<file path="src/uart_cfg_pkg.sv">
`default_nettype none

package uart_cfg_pkg;

  // system clock and line rate
  localparam int CLK_FREQ_HZ = 50_000_000;
  localparam int BAUD_RATE   = 115_200;

  // clocks per bit, truncated to 434
  localparam int CLKS_PER_BIT = CLK_FREQ_HZ / BAUD_RATE;

  // receiver samples in the middle of each bit
  localparam int HALF_BIT = CLKS_PER_BIT / 2;

  // start, data, parity, stop
  localparam int DATA_BITS  = 8;
  localparam int FRAME_BITS = 11;

  // 1 = odd parity, 0 = even parity
  localparam bit ODD_PARITY = 1'b1;

endpackage

`default_nettype wire

</file>
<file path="src/uart_types_pkg.sv">
`default_nettype none

package uart_types_pkg;

  // host command, sent high byte first
  typedef logic [15:0] cmd_t;

  typedef logic [uart_cfg_pkg::DATA_BITS-1:0] byte_t;

  // bit 8 flags a parity error
  typedef logic [uart_cfg_pkg::DATA_BITS:0] read_word_t;

  // counts up to CLKS_PER_BIT - 1
  typedef logic [8:0] baud_cnt_t;

  // position inside an 11-bit frame
  typedef logic [3:0] bit_idx_t;

  typedef enum logic [1:0] {
    TX_IDLE,
    TX_FRAME_HI,
    TX_FRAME_LO
  } tx_state_t;

  typedef enum logic [2:0] {
    RX_IDLE,
    RX_START,
    RX_DATA,
    RX_PARITY,
    RX_STOP
  } rx_state_t;

endpackage

`default_nettype wire

</file>
<file path="src/uart_cmd_tx.sv">
`default_nettype none

module uart_cmd_tx (
  input  wire                  clk,
  input  wire                  rst_n,
  input  uart_types_pkg::cmd_t cmd_in,
  input  wire                  cmd_vld,
  output logic                 cmd_rdy,
  output logic                 tx
);

  uart_types_pkg::tx_state_t state;
  uart_types_pkg::cmd_t      cmd_reg;
  uart_types_pkg::baud_cnt_t baud_cnt;
  uart_types_pkg::bit_idx_t  bit_idx;
  uart_types_pkg::bit_idx_t  nxt_idx;
  uart_types_pkg::byte_t     cur_byte;

  logic                                  parity_bit;
  logic [uart_cfg_pkg::FRAME_BITS-1:0]   frame;
  logic                                  accept;
  logic                                  bit_end;
  logic                                  stop_idx;
  logic                                  frame_end;
  logic                                  last_cycle;

  assign accept = cmd_vld && cmd_rdy;

  // high byte goes out first
  assign cur_byte = (state == uart_types_pkg::TX_FRAME_HI) ? cmd_reg[15:8] : cmd_reg[7:0];

  assign parity_bit = (^cur_byte) ^ uart_cfg_pkg::ODD_PARITY;

  // stop, parity, data LSB first, start
  assign frame = {1'b1, parity_bit, cur_byte, 1'b0};

  assign nxt_idx = bit_idx + 4'd1;

  assign bit_end = (baud_cnt ==
                    uart_types_pkg::baud_cnt_t'(uart_cfg_pkg::CLKS_PER_BIT - 1));

  assign stop_idx = (bit_idx ==
                     uart_types_pkg::bit_idx_t'(uart_cfg_pkg::FRAME_BITS - 1));

  assign frame_end = stop_idx && bit_end;

  // go idle one cycle early so the next start bit lands right after the stop bit
  assign last_cycle = (state == uart_types_pkg::TX_FRAME_LO) && stop_idx &&
                      (baud_cnt ==
                       uart_types_pkg::baud_cnt_t'(uart_cfg_pkg::CLKS_PER_BIT - 2));

  always_ff @(posedge clk) begin
    if (accept) begin
      cmd_reg <= cmd_in;
    end
  end

  always_ff @(posedge clk or negedge rst_n) begin
    if (!rst_n) begin
      state    <= uart_types_pkg::TX_IDLE;
      cmd_rdy  <= 1'b1;
      baud_cnt <= '0;
      bit_idx  <= '0;
      tx       <= 1'b1;
    end else begin
      case (state)
        uart_types_pkg::TX_IDLE: begin
          if (accept) begin
            state    <= uart_types_pkg::TX_FRAME_HI;
            cmd_rdy  <= 1'b0;
            baud_cnt <= '0;
            bit_idx  <= '0;
            // start bit of the high frame
            tx       <= 1'b0;
          end
        end
        uart_types_pkg::TX_FRAME_HI,
        uart_types_pkg::TX_FRAME_LO: begin
          if (last_cycle) begin
            state    <= uart_types_pkg::TX_IDLE;
            cmd_rdy  <= 1'b1;
            baud_cnt <= '0;
            bit_idx  <= '0;
          end else if (bit_end) begin
            baud_cnt <= '0;
            if (frame_end) begin
              // only reached from the high frame
              state   <= uart_types_pkg::TX_FRAME_LO;
              bit_idx <= '0;
              tx      <= 1'b0;
            end else begin
              bit_idx <= nxt_idx;
              tx      <= frame[nxt_idx];
            end
          end else begin
            baud_cnt <= baud_cnt + 9'd1;
          end
        end
        default: begin
          state   <= uart_types_pkg::TX_IDLE;
          cmd_rdy <= 1'b1;
          tx      <= 1'b1;
        end
      endcase
    end
  end

  // no new command while frames are on the line
  a_rdy_low_busy: assert property (
    @(posedge clk) disable iff (!rst_n)
    (state != uart_types_pkg::TX_IDLE) |-> !cmd_rdy
  ) else $error("cmd_rdy high while transmitting");

  a_tx_idle_high: assert property (
    @(posedge clk) disable iff (!rst_n)
    (state == uart_types_pkg::TX_IDLE) |-> tx
  ) else $error("tx low while idle");

endmodule

`default_nettype wire

</file>
<file path="src/uart_rx.sv">
`default_nettype none

module uart_rx (
  input  wire                        clk,
  input  wire                        rst_n,
  input  wire                        rx,
  output uart_types_pkg::read_word_t read_data,
  output logic                       read_rdy
);

  uart_types_pkg::rx_state_t state;
  uart_types_pkg::baud_cnt_t baud_cnt;
  uart_types_pkg::bit_idx_t  bit_idx;
  uart_types_pkg::byte_t     shift;

  logic rx_meta;
  logic rx_sync;
  logic rx_prev;
  logic rx_fall;
  logic par_bit;
  logic parity_err;
  logic bit_end;
  logic half_end;
  logic last_data;

  // two-flop synchronizer plus one stage for edge detect
  always_ff @(posedge clk or negedge rst_n) begin
    if (!rst_n) begin
      rx_meta <= 1'b1;
      rx_sync <= 1'b1;
      rx_prev <= 1'b1;
    end else begin
      rx_meta <= rx;
      rx_sync <= rx_meta;
      rx_prev <= rx_sync;
    end
  end

  assign rx_fall = rx_prev && !rx_sync;

  assign bit_end = (baud_cnt ==
                    uart_types_pkg::baud_cnt_t'(uart_cfg_pkg::CLKS_PER_BIT - 1));

  assign half_end = (baud_cnt ==
                     uart_types_pkg::baud_cnt_t'(uart_cfg_pkg::HALF_BIT - 1));

  assign last_data = (bit_idx ==
                      uart_types_pkg::bit_idx_t'(uart_cfg_pkg::DATA_BITS - 1));

  // ones over data plus parity must match the configured sense
  assign parity_err = ((^shift) ^ par_bit) != uart_cfg_pkg::ODD_PARITY;

  // byte arrives LSB first
  always_ff @(posedge clk) begin
    if (state == uart_types_pkg::RX_DATA && bit_end) begin
      shift <= {rx_sync, shift[7:1]};
    end
    if (state == uart_types_pkg::RX_PARITY && bit_end) begin
      par_bit <= rx_sync;
    end
  end

  always_ff @(posedge clk or negedge rst_n) begin
    if (!rst_n) begin
      state     <= uart_types_pkg::RX_IDLE;
      baud_cnt  <= '0;
      bit_idx   <= '0;
      read_data <= '0;
      read_rdy  <= 1'b0;
    end else begin
      read_rdy <= 1'b0;
      case (state)
        uart_types_pkg::RX_IDLE: begin
          // a falling edge also means the line went high after a bad frame
          if (rx_fall) begin
            state    <= uart_types_pkg::RX_START;
            baud_cnt <= '0;
          end
        end
        uart_types_pkg::RX_START: begin
          if (half_end) begin
            baud_cnt <= '0;
            bit_idx  <= '0;
            if (!rx_sync) begin
              state <= uart_types_pkg::RX_DATA;
            end else begin
              // glitch, not a start bit
              state <= uart_types_pkg::RX_IDLE;
            end
          end else begin
            baud_cnt <= baud_cnt + 9'd1;
          end
        end
        uart_types_pkg::RX_DATA: begin
          if (bit_end) begin
            baud_cnt <= '0;
            if (last_data) begin
              state <= uart_types_pkg::RX_PARITY;
            end else begin
              bit_idx <= bit_idx + 4'd1;
            end
          end else begin
            baud_cnt <= baud_cnt + 9'd1;
          end
        end
        uart_types_pkg::RX_PARITY: begin
          if (bit_end) begin
            baud_cnt <= '0;
            state    <= uart_types_pkg::RX_STOP;
          end else begin
            baud_cnt <= baud_cnt + 9'd1;
          end
        end
        uart_types_pkg::RX_STOP: begin
          if (read_rdy) begin
            state <= uart_types_pkg::RX_IDLE;
          end else if (bit_end) begin
            baud_cnt <= '0;
            if (rx_sync) begin
              read_data <= {parity_err, shift};
              read_rdy  <= 1'b1;
            end else begin
              // framing error, drop the byte
              state <= uart_types_pkg::RX_IDLE;
            end
          end else begin
            baud_cnt <= baud_cnt + 9'd1;
          end
        end
        default: state <= uart_types_pkg::RX_IDLE;
      endcase
    end
  end

  a_rdy_pulse: assert property (
    @(posedge clk) disable iff (!rst_n)
    read_rdy |=> !read_rdy
  ) else $error("read_rdy held longer than one cycle");

  a_rdy_in_stop: assert property (
    @(posedge clk) disable iff (!rst_n)
    read_rdy |-> (state == uart_types_pkg::RX_STOP)
  ) else $error("read_rdy outside the stop state");

endmodule

`default_nettype wire

</file>
<file path="src/uart.sv">
`default_nettype none

module uart (
  input  wire                        clk,
  input  wire                        rst_n,
  input  uart_types_pkg::cmd_t       cmd_in,
  input  wire                        cmd_vld,
  output logic                       cmd_rdy,
  output logic                       tx,
  input  wire                        rx,
  output uart_types_pkg::read_word_t read_data,
  output logic                       read_rdy
);

  // command path to the tx pin
  uart_cmd_tx u_cmd_tx (
    .clk     (clk),
    .rst_n   (rst_n),
    .cmd_in  (cmd_in),
    .cmd_vld (cmd_vld),
    .cmd_rdy (cmd_rdy),
    .tx      (tx)
  );

  // rx pin to read words, runs independently of the transmitter
  uart_rx u_rx (
    .clk       (clk),
    .rst_n     (rst_n),
    .rx        (rx),
    .read_data (read_data),
    .read_rdy  (read_rdy)
  );

endmodule

`default_nettype wire

</file>
<file path="config.mk">
export PLATFORM = sky130hd
export DESIGN_NAME = uart
export DESIGN_NICKNAME = d
export VERILOG_FILES = /design/src/uart_cfg_pkg.sv /design/src/uart_types_pkg.sv /design/src/uart_cmd_tx.sv /design/src/uart_rx.sv /design/src/uart.sv
export SDC_FILE = /design/constraint.sdc
export NUM_CORES = 1
export LEC_CHECK = 0
export BUFFER_PORTS_ARGS = -buffer_cell sky130_fd_sc_hd__buf_2
export CAP_MARGIN = 0
export CORE_UTILIZATION = 50
export CTS_CLUSTER_DIAMETER = 60
export DETAILED_ROUTE_END_ITERATION = 6
export PLACE_DENSITY = 0.78
export SLEW_MARGIN = 0
export SYNTH_ARGS = -nofsm -noshare
export SYNTH_HDL_FRONTEND = slang
export SYNTH_SLANG_ARGS = --single-unit
</file>
<file path="constraint.sdc">
create_clock -name clk -period 4 [get_ports clk]
set_input_delay 0.4 -clock clk [delete_from_list [all_inputs] [get_ports clk]]
set_output_delay 0.4 -clock clk [all_outputs]
set_load 0.03 [all_outputs]
</file>
==> flow_summary.yaml, run 1 <==
routing:
  ant_nets: 0
  wire_per_inst_um: 14.2
  drtIter0Drc: 163
  wl_mm: 6.58
  drcViolationCount: 0
  viasPerCell: 5.62
  dr.pass1.iters: 4
  via_count: 2601
global_route:
  top_usage_layer: "met2"
  use_met2_pct: 29.1
  grt_pass1_wl_mm: 11.0
  grt_max_degree: 47
  grt_pass1_vias: 2453
  grtUsageMet3_pct: 3.73
  grt-ovfl-total: 0
  antenna_found_initial: 0
  met1_usage_pct: 23.9
  track_usage_pct: 18.2
worst_setup_path:
  cp_slowest_cell: "ha_1"
  crit_fanout: 8
  critPathCapture: "u_cmd_tx.tx"
  path_cells: "inv_1 -> ha_1 -> mux2_4 -> and3_1 -> or4_1 -> a311oi_1 -> o22ai_1"
  critPathTopFamily: "simple AND/OR/NAND/NOR gates"
  crit_required_ps: 4270
  timing.rr.end: "u_cmd_tx.tx"
  critPathLaunchType: "flop"
  setup.worst_path.class: "flop to flop"
  cp.depth: 7
  crit_buf_inv: 1
  r2r_cells: 7
  crit_start: "u_cmd_tx.bit_idx[0]"
  worstPathArrival_ps: 2780
  slowest_delay_ps: 480
  rrSetupSlack_ps: 1490
  crit_path_end_kind: "flop"
  reg2reg_from: "u_cmd_tx.bit_idx[0]"
floorplanning:
  core-area_um2: 7250
  die_w_um: 88.4
  die_area_um2: 7820
  start_util_pct: 51.5
  fp.dieH_um: 88.4
  num_io_pins: 32
  rows: 31
placement:
  numPortBuffers: 31
  post-place-ws_ps: 1500
  post-dp-hpwl_mm: 4.66
  gp_congestion: 0.832
final_layout:
  drive_gt1_share_pct: 20.1
  fillers: 617
  diodes: 0
  post-route-util_pct: 57.2
  synthToLayoutAreaGrowth_pct: 11.0
  largest_register_ffs: 16
  nets: 393
sta:
  fin_ws_ps: 1490
  finalMaxSlewViolations: 0
  setup_tns_ps: 0
  skew_ps: 10.7
  min_period_ps: 2510
  slew_headroom_pct: 31.3
  holdWs_ps: 133
  hold_violations: 0
  rsz0062_at_grt: "false"
  worst_slew_pin_slew_ps: 1030
  setup_viol: 0
  fmax_mhz: 398
  period_share_pct: 62.8
synth:
  ys_types: 58
  synth_nets: 361
  synth-seq-area-share_pct: 51.1
  yosys_warnings: 0
  ys.flop_type: "dfrtp_1"
  ys_seq_elements: 71
  synth_edf_count: 25
  synth_area_per_cell_um2: 11.4
  syn_area_um2: 3740
  async_reset_ff_share_pct: 64.8
  synthCells: 327
min_path:
  min_from: "rx"
  hold_path_class: "primary input to flop"
clocking:
  cts_sinks: 71
  htreeDepth: 3
  cts_setup_buffers: 0
  ctsHoldBuffers: 0
  tritoncts: "yes"
  numCtsBuffers: 9
  clk_pin_slew_ps: 90
  clock_path_buffers: 2
  clk_latency_ps: 350
  cts_resized: 0
  cts_root_buffer: "clkbuf_8"
power_and_ir_drop:
  cellLeakagePower_nw: 1.76
  powerDensity_nw_per_um2: 415
  ir_worst_vdd_v: 0.000219
job:
  maxCapViolations: 0
outcome:
  status: "completed"
[synth_stat cells (2+ instances only)]
| cell | count | share of area (%) |
|---|---|---|
| a211oi_1 | 2 | 0.40 |
| a21o_1 | 3 | 0.60 |
| a21oi_1 | 9 | 1.2 |
| a221o_1 | 2 | 0.54 |
| a22o_1 | 7 | 1.6 |
| a31oi_1 | 2 | 0.33 |
| and3_1 | 8 | 1.3 |
| and3b_1 | 3 | 0.70 |
| buf_2 | 5 | 0.67 |
| clkbuf_1 | 4 | 0.40 |
| dfrtp_1 | 41 | 27 |
| dfstp_2 | 5 | 3.5 |
| edfxtp_1 | 25 | 20 |
| ha_1 | 14 | 4.7 |
| inv_1 | 14 | 1.4 |
| mux2_2 | 13 | 3.9 |
| mux2i_1 | 7 | 1.9 |
| mux4_1 | 2 | 1.4 |
| nand2_1 | 17 | 1.7 |
| nand2b_1 | 5 | 0.84 |
| nand3_1 | 16 | 2.1 |
| nand4_1 | 3 | 0.50 |
| nor2_1 | 14 | 1.4 |
| nor2b_1 | 6 | 1.0 |
| nor3_1 | 10 | 1.3 |
| nor3b_1 | 2 | 0.40 |
| nor4b_1 | 2 | 0.47 |
| o211ai_1 | 2 | 0.40 |
| o21a_1 | 2 | 0.40 |
| o21ai_0 | 20 | 2.7 |
| o22ai_1 | 2 | 0.33 |
| o31ai_1 | 7 | 1.4 |
| or3_1 | 3 | 0.50 |
| or4_1 | 2 | 0.40 |
| xnor2_1 | 13 | 3.0 |
| xor2_1 | 13 | 3.0 |
[cells by family (layout without fill, tap and decap cells)]
| logic type | Yosys count | after routing | synth area share, % |
|---|---|---|---|
| adders and majority gates | 14 | 14 | 4.69 |
| AOI/OAI and AO/OA | 66 | 66 | 12.3 |
| and+or+nand+nor | 103 | 103 | 15.5 |
| muxes | 23 | 23 | 7.60 |
| DFF | 71 | 71 | 51.1 |
| xor gates and xnor gates | 26 | 26 | 6.10 |
| buffers and inverters | 24 | 61 | 2.78 |
[how the worst min path moves through the flow]
| stage | to | slack, ps | depth (start not counted) |
|---|---|---|---|
| 2_1_floorplan | u_cmd_tx.baud_cnt[0] | 100 | 0 |
| 3_3_place_gp | u_rx.rx_sync | 350 | 0 |
| 3_5_place_dp | u_rx.rx_sync | 350 | 0 |
| 4_1_cts | u_rx.rx_meta | 130 | 1 |
| 5_1_grt | u_rx.rx_meta | 130 | 1 |
| 6_report | u_rx.rx_meta | 130 | 1 |
[where the power goes]
part           leakage, nW  internal [W]  switching (W)  total, W
Sequential           0.827      0.000786      0.0000550  0.000841
Combinational        0.849      0.000135       0.000210  0.000345
Clock               0.0848      0.000235       0.000299  0.000534
[stage by stage]
step | total power, W | instances | cell area, um^2
detailed placement | 0.00120 | 447 | 3960
CTS | 0.00173 | 463 | 4150
finish | 0.00172 | 463 | 4150
global placement | 0.00118 | 447 | 3960
global route | 0.00181 | 463 | 4150
floorplan | 0.00111 | 327 | 3740
[area by class of cell]
| class | count | area (um^2) | share of cell area, % |
|---|---|---|---|
| inverter | 14 | 52.6 | 1.27 |
| clock inverter | 7 | 60.1 | 1.45 |
| timing repair buffer | 31 | 155 | 3.74 |
| clock buffer | 9 | 124 | 2.99 |
| sequential | 71 | 1910 | 46.0 |
| multi-input combinational | 232 | 1720 | 41.6 |
| tap | 99 | 124 | 2.99 |
[worst register-to-register path: stages, from the launching register on]
cell	delay [ps]
dfrtp_1	470
inv_1	130
ha_1	480
mux2_4	330
and3_1	170
or4_1	450
a311oi_1	280
o22ai_1	120
[cells in the final DEF, fill, tap and decap left out, drive strengths merged, types with 8 or more instances in the layout]
cell and count:
xnor2 13, ha 14, inv 18, a21oi 10
edfxtp 25, nor2 15, buf 31, nor3 10
dfrtp 41, mux2 14, nand2 17, clkbuf 9
and3 8, xor2 13, nand3 17, o21ai 20
[per-layer routing]
metal  routed length (um)  part of all wire, %
met1                 3140                   48
met2                 3130                   48
met3                  232                  3.5
met4                   81                  1.2
met5                    0                    0
Note: power is estimated with default switching activity, not from simulation.
==> run 2: changes to the inputs <==
Settings changed: ABC_AREA set to 1.
Clock period 4 ns to 2.42 ns, I/O delays scaled along.
==> flow_summary.yaml, run 2 <==
sta:
  period_share_pct: 85.4
  worst_slew_pin_slew_ps: 450
  fmax_mhz: 484
  finalMaxSlewViolations: 0
  setup_tns_ps: 0
  slew_headroom_pct: 69.8
  rsz0062_at_grt: "false"
  hold_violations: 0
  skew_ps: 16.6
  min_period_ps: 2070
  setup_viol: 0
placement:
  gp_congestion: 0.905
  numPortBuffers: 31
  placed_area_um2: 3980
  post-dp-hpwl_mm: 4.98
global_route:
  grt_pass1_wl_mm: 11.9
  grt_pass1_vias: 2711
  grt-ovfl-total: 0
  antenna_found_initial: 0
  track_usage_pct: 20.0
  grt_max_degree: 19
synth:
  synth_nets: 459
  syn_area_um2: 3700
  synthCells: 425
  ys_types: 45
  yosysMostFrequentCell: "nand2_1"
  yosys_warnings: 0
  yosysTopAreaCell: "dfrtp_1"
  async_reset_ff_share_pct: 64.8
  synth_area_leaders: "dfrtp_1 28%, edfxtp_1 20%, nand2_1 13%, inv_1 5.2%, ha_1 4.7%"
  synth_area_per_cell_um2: 8.70
  synth_common_cells: "126 x nand2_1, 51 x inv_1, 41 x dfrtp_1"
  synth_edf_count: 25
  ys_seq_elements: 71
  synth-seq-area-share_pct: 51.6
  ys.flop_type: "dfrtp_1"
  post-synth-top-area-fraction_pct: 27.7
power_and_ir_drop:
  powerDensity_nw_per_um2: 680
  p_switching_w: 0.000882
  cellLeakagePower_nw: 2.05
  internal-power_w: 0.00197
  clkPwrFrac_pct: 34.3
  power_frac_seq_pct: 48.2
  p_comb_share_pct: 17.5
  swShare_pct: 30.9
  ir_worst_vdd_v: 0.000653
floorplanning:
  fp.dieH_um: 88.0
  start_util_pct: 53.0
  core-area_um2: 6980
  num_io_pins: 32
  rows: 30
  die_w_um: 88.0
  die_area_um2: 7740
clocking:
  clk_pin_slew_ps: 90
  clock_path_buffers: 2
  clk_latency_ps: 360
  numCtsBuffers: 9
  cts_sinks: 71
  htreeDepth: 3
  tritoncts: "yes"
  cts_root_buffer: "clkbuf_8"
final_layout:
  design_area_um2: 4200
  layout_common_cells: "126 x nand2_1, 51 x inv_1, 41 x dfrtp_1"
  nets: 503
  drive_gt1_share_pct: 18.1
  synthToLayoutAreaGrowth_pct: 13.6
  final_common_cell: "nand2_1"
  diodes: 0
  largest_register_ffs: 16
routing:
  via_count: 2832
  dr.pass1.iters: 4
  drcViolationCount: 0
  ant_nets: 0
  drtIter0Drc: 164
  wl_mm: 6.81
  wire_per_inst_um: 11.9
  viasPerCell: 4.97
worst_setup_path:
  crit_path_end_kind: "flop"
  critPathLaunchType: "flop"
  crit_fanout: 10
  cp_slowest_cell: "dfrtp_1"
  crit_buf_inv: 3
  crit_required_ps: 2650
  worstPathArrival_ps: 2300
  setup.worst_path.class: "flop to flop"
  path_cells: "inv_1 -> ha_1 -> nand3_1 -> inv_1 -> nand2_1 -> nor3_2 -> nor2_1 -> nand2_1 -> nand2_2 -> inv_2 -> nand3_2 -> o22ai_1"
  critPathTopFamily: "simple AND/OR/NAND/NOR gates"
  slowest_delay_ps: 520
min_path:
  hold_path_class: "primary input to flop"
outcome:
  status: "completed"
job:
  maxCapViolations: 0
run 2: metal layers:
metal	track usage, %	part of all wire [%]	vias to the layer above
met3	4.81	2.7	12
li1	-	-	1464
met2	34.4	50	39
met1	24.4	45	1317
met5	0	0	-
met4	7.60	1.5	0
run 2: worst register-to-register path, cell delays in order, from the launching register on:
cell	delay, ps
dfrtp_1	520
inv_1	120
ha_1	210
nand3_1	100
inv_1	60
nand2_1	70
nor3_2	40
nor2_1	280
nand2_1	140
nand2_2	150
inv_2	90
nand3_2	100
o22ai_1	80
run 2: final timing paths:
path                                   endpoint  cells past startpoint                 from  slack [ps]
min in group asynchronous       u_rx.bit_idx[3]                      2                rst_n         370
min                        u_cmd_tx.cmd_reg[11]                      1           cmd_in[11]          50
max in group asynchronous  u_cmd_tx.baud_cnt[8]                      3                rst_n        1440
min reg2reg                        u_rx.rx_sync                      0         u_rx.rx_meta         360
max reg2reg                 u_cmd_tx.bit_idx[2]                     12  u_cmd_tx.bit_idx[0]         350
max                         u_cmd_tx.bit_idx[2]                     12  u_cmd_tx.bit_idx[0]         350
run 2: cell families after synthesis:
kind of cell,Yosys count,synth area share [%]
AO/OA/AOI/OAI,57,8.86
XOR/XNOR,12,2.84
adder cells (fa/ha/maj),14,4.74
buffers and inverters,66,7.24
flip-flops,71,51.6
AND/OR/NAND/NOR,205,24.7
run 2: final cells by class:
class | instances | area, um^2
fillers | 616 | 2780
repair buffers | 38 | 213
inverters | 61 | 233
clock buffers | 9 | 124
well taps | 96 | 120
multi-input cells | 288 | 1520
clock inverters | 7 | 80.1
flip-flops and latches | 71 | 1910
run 2: repair_timing:
action / CTS / global route
hold buffers: 2 / 0
buffers inserted: 0 / 0
resized for setup: 0 / 0
endpoints found under the hold margin: 15 / 0
run 2: stage by stage:
stage / hold slack, ps / setup WS [ps] / cells / util (%) / power [W]
3_5_place_dp: 213 / 382 / 552 / 57.0 / 0.00189
6_report: 52.0 / 352 / 570 / 60.2 / 0.00286
4_1_cts: 43.3 / 374 / 570 / 60.2 / 0.00287
2_1_floorplan: -53.6 / 404 / 425 / - / 0.00177
3_3_place_gp: 220 / 483 / 552 / 57.0 / 0.00187
5_1_grt: 37.4 / 158 / 570 / 60.2 / 0.00301
run 2: power groups by stage:
stage / registers, W / logic, W / clock network, W
2_1_floorplan: 0.00138 / 0.000388 / 0
3_3_place_gp: 0.00139 / 0.000478 / 0
3_5_place_dp: 0.00140 / 0.000495 / 0
4_1_cts: 0.00138 / 0.000503 / 0.000993
5_1_grt: 0.00138 / 0.000583 / 0.00104
6_report: 0.00138 / 0.000499 / 0.000979
==> run 3: changes to the inputs <==
Settings changed: ABC_AREA 1 to 0, PLACE_DENSITY 0.78 to 0.8.
Clock period 2.42 ns to 1.8 ns, I/O delays scaled along.
==> flow_summary.yaml, run 3 (synthesis gave the netlist of run 1 again) <==
routing:
  dr.pass1.iters: 7
  via_count: 3085
  wire_per_inst_um: 16.5
  drcViolationCount: 0
  viasPerCell: 5.66
  wl_mm: 8.99
  ant_nets: 0
  drtIter0Drc: 246
final_layout:
  post-route-util_pct: 71.5
  largest_register_ffs: 16
  nets: 475
  fillers: 487
  drive_gt1_share_pct: 43.0
  final_common_cell: "buf_4"
  synthToLayoutAreaGrowth_pct: 38.9
  layout_common_cells: "64 x buf_4, 41 x dfrtp_1, 31 x buf_2"
  diodes: 0
sta:
  worst_slew_pin_slew_ps: 601
  slew_headroom_pct: 59.9
  skew_ps: 8.79
  rsz0062_at_grt: "true"
  setup_tns_ps: -1220
  finalMaxSlewViolations: 0
  setup_viol: 18
  fmax_mhz: 497
  holdWs_ps: 12.8
  min_period_ps: 2010
  period_share_pct: 112
  hold_violations: 0
  fin_ws_ps: -213
floorplanning:
  die_area_um2: 7820
  core-area_um2: 7250
  num_io_pins: 32
  fp.dieH_um: 88.4
  die_w_um: 88.4
  start_util_pct: 51.5
  rows: 31
worst_setup_path:
  crit_fanout: 3
  critPathTopFamily: "simple AND/OR/NAND/NOR gates"
  setup.worst_path.class: "flop to flop"
  slowest_delay_ps: 420
  crit_buf_inv: 0
  crit_required_ps: 2050
  worstPathArrival_ps: 2260
  path_cells: "ha_4 -> mux2_4 -> and3_1 -> or4_1 -> a311oi_1 -> o22ai_1"
  cp_slowest_cell: "dfrtp_1"
  critPathLaunchType: "flop"
  crit_path_end_kind: "flop"
power_and_ir_drop:
  cellLeakagePower_nw: 2.23
  ir_worst_vdd_v: 0.000600
  powerDensity_nw_per_um2: 872
  power_w: 0.00452
global_route:
  grt-ovfl-total: 0
  antenna_found_initial: 0
  grt_pass1_wl_mm: 12.7
  grt_pass1_vias: 2876
  grt_max_degree: 47
  track_usage_pct: 20.9
job:
  maxCapViolations: 0
clocking:
  clock_path_buffers: 2
  numCtsBuffers: 9
  clk_latency_ps: 340
  clk_pin_slew_ps: 80
  htreeDepth: 3
  cts_root_buffer: "clkbuf_8"
  tritoncts: "yes"
  cts_sinks: 71
min_path:
  hold_path_class: "primary input to flop"
outcome:
  violations: "setup timing"
  status: "finished with violations"
placement:
  gp_congestion: 0.893
  numPortBuffers: 31
  post-dp-hpwl_mm: 5.27
==> run 3: changes by cell type in the layout (fill, tap and decap cells not counted), moves of 12 or more <==
cell,delta
mux2_2,+12
buf_4,+59
nor2_1,-24
nand2_1,-110
inv_1,-43
a21oi_1,-12
==> run 3: per-layer routing <==
metal  up-vias  share of wire [%]  track usage [%]
met2       126                 51             34.8
met3        21                4.5             4.10
li1       1430                  -                -
met5         -                  0                0
met4         0                2.1             8.80
met1      1508                 42             26.5
==> run 3: worst register-to-register path, stage by stage, from the launching register on <==
cell and delay [ps]:
dfrtp_1 420, ha_4 300, mux2_4 290, and3_1 130, or4_1 410, a311oi_1 260, o22ai_1 130
==> run 3: worst paths after layout <==
check	startpoint	endpoint	slack (ps)	cells after the start
min in group asynchronous	rst_n	u_cmd_tx.baud_cnt[1]	460	3
setup / recovery	u_cmd_tx.bit_idx[1]	u_cmd_tx.tx	-210	6
hold reg to reg	u_rx.rx_meta	u_rx.rx_sync	360	0
max in group asynchronous	rst_n	u_cmd_tx.bit_idx[0]	920	3
hold / removal	cmd_in[1]	u_cmd_tx.cmd_reg[1]	10	1
setup reg to reg	u_cmd_tx.bit_idx[1]	u_cmd_tx.tx	-210	6
==> run 3: layout make-up <==
| type | count | area (um^2) | share of cell area (%) |
|---|---|---|---|
| Tap cell | 99 | 124 | 2.39 |
| Clock buffer | 10 | 128 | 2.46 |
| Sequential cell | 71 | 1910 | 36.8 |
| Clock inverter | 6 | 68.8 | 1.33 |
| Inverter | 14 | 55.1 | 1.06 |
| Multi-Input combinational cell | 232 | 2080 | 40.1 |
| Timing Repair Buffer | 113 | 823 | 15.9 |
==> run 3: stage by stage <==
step | cell area, um^2 | setup slack, ps | cells
finish | 5190 | -213 | 545
global route | 5190 | -319 | 545
CTS | 4820 | -166 | 531
detailed placement | 4380 | -210 | 499
global placement | 4380 | -141 | 499
floorplan | 3760 | -290 | 327
==> run 3: power by group <==
group | total (W) | switching [W] | leakage, nW | internal [W]
Sequential | 0.00184 | 0.0000967 | 0.827 | 0.00175
Clock | 0.00129 | 0.000637 | 0.0968 | 0.000648
Combinational | 0.00139 | 0.000704 | 1.31 | 0.000690
==> run 3: repair_timing <==
item | in CTS | in global routing
setup endpoints to repair | 26 | 35
resized for setup | 22 | 66
pin swaps | 6 | 31
buffers inserted | 5 | 13
hold buffers | 11 | 1
endpoints found under the hold margin | 51 | 1
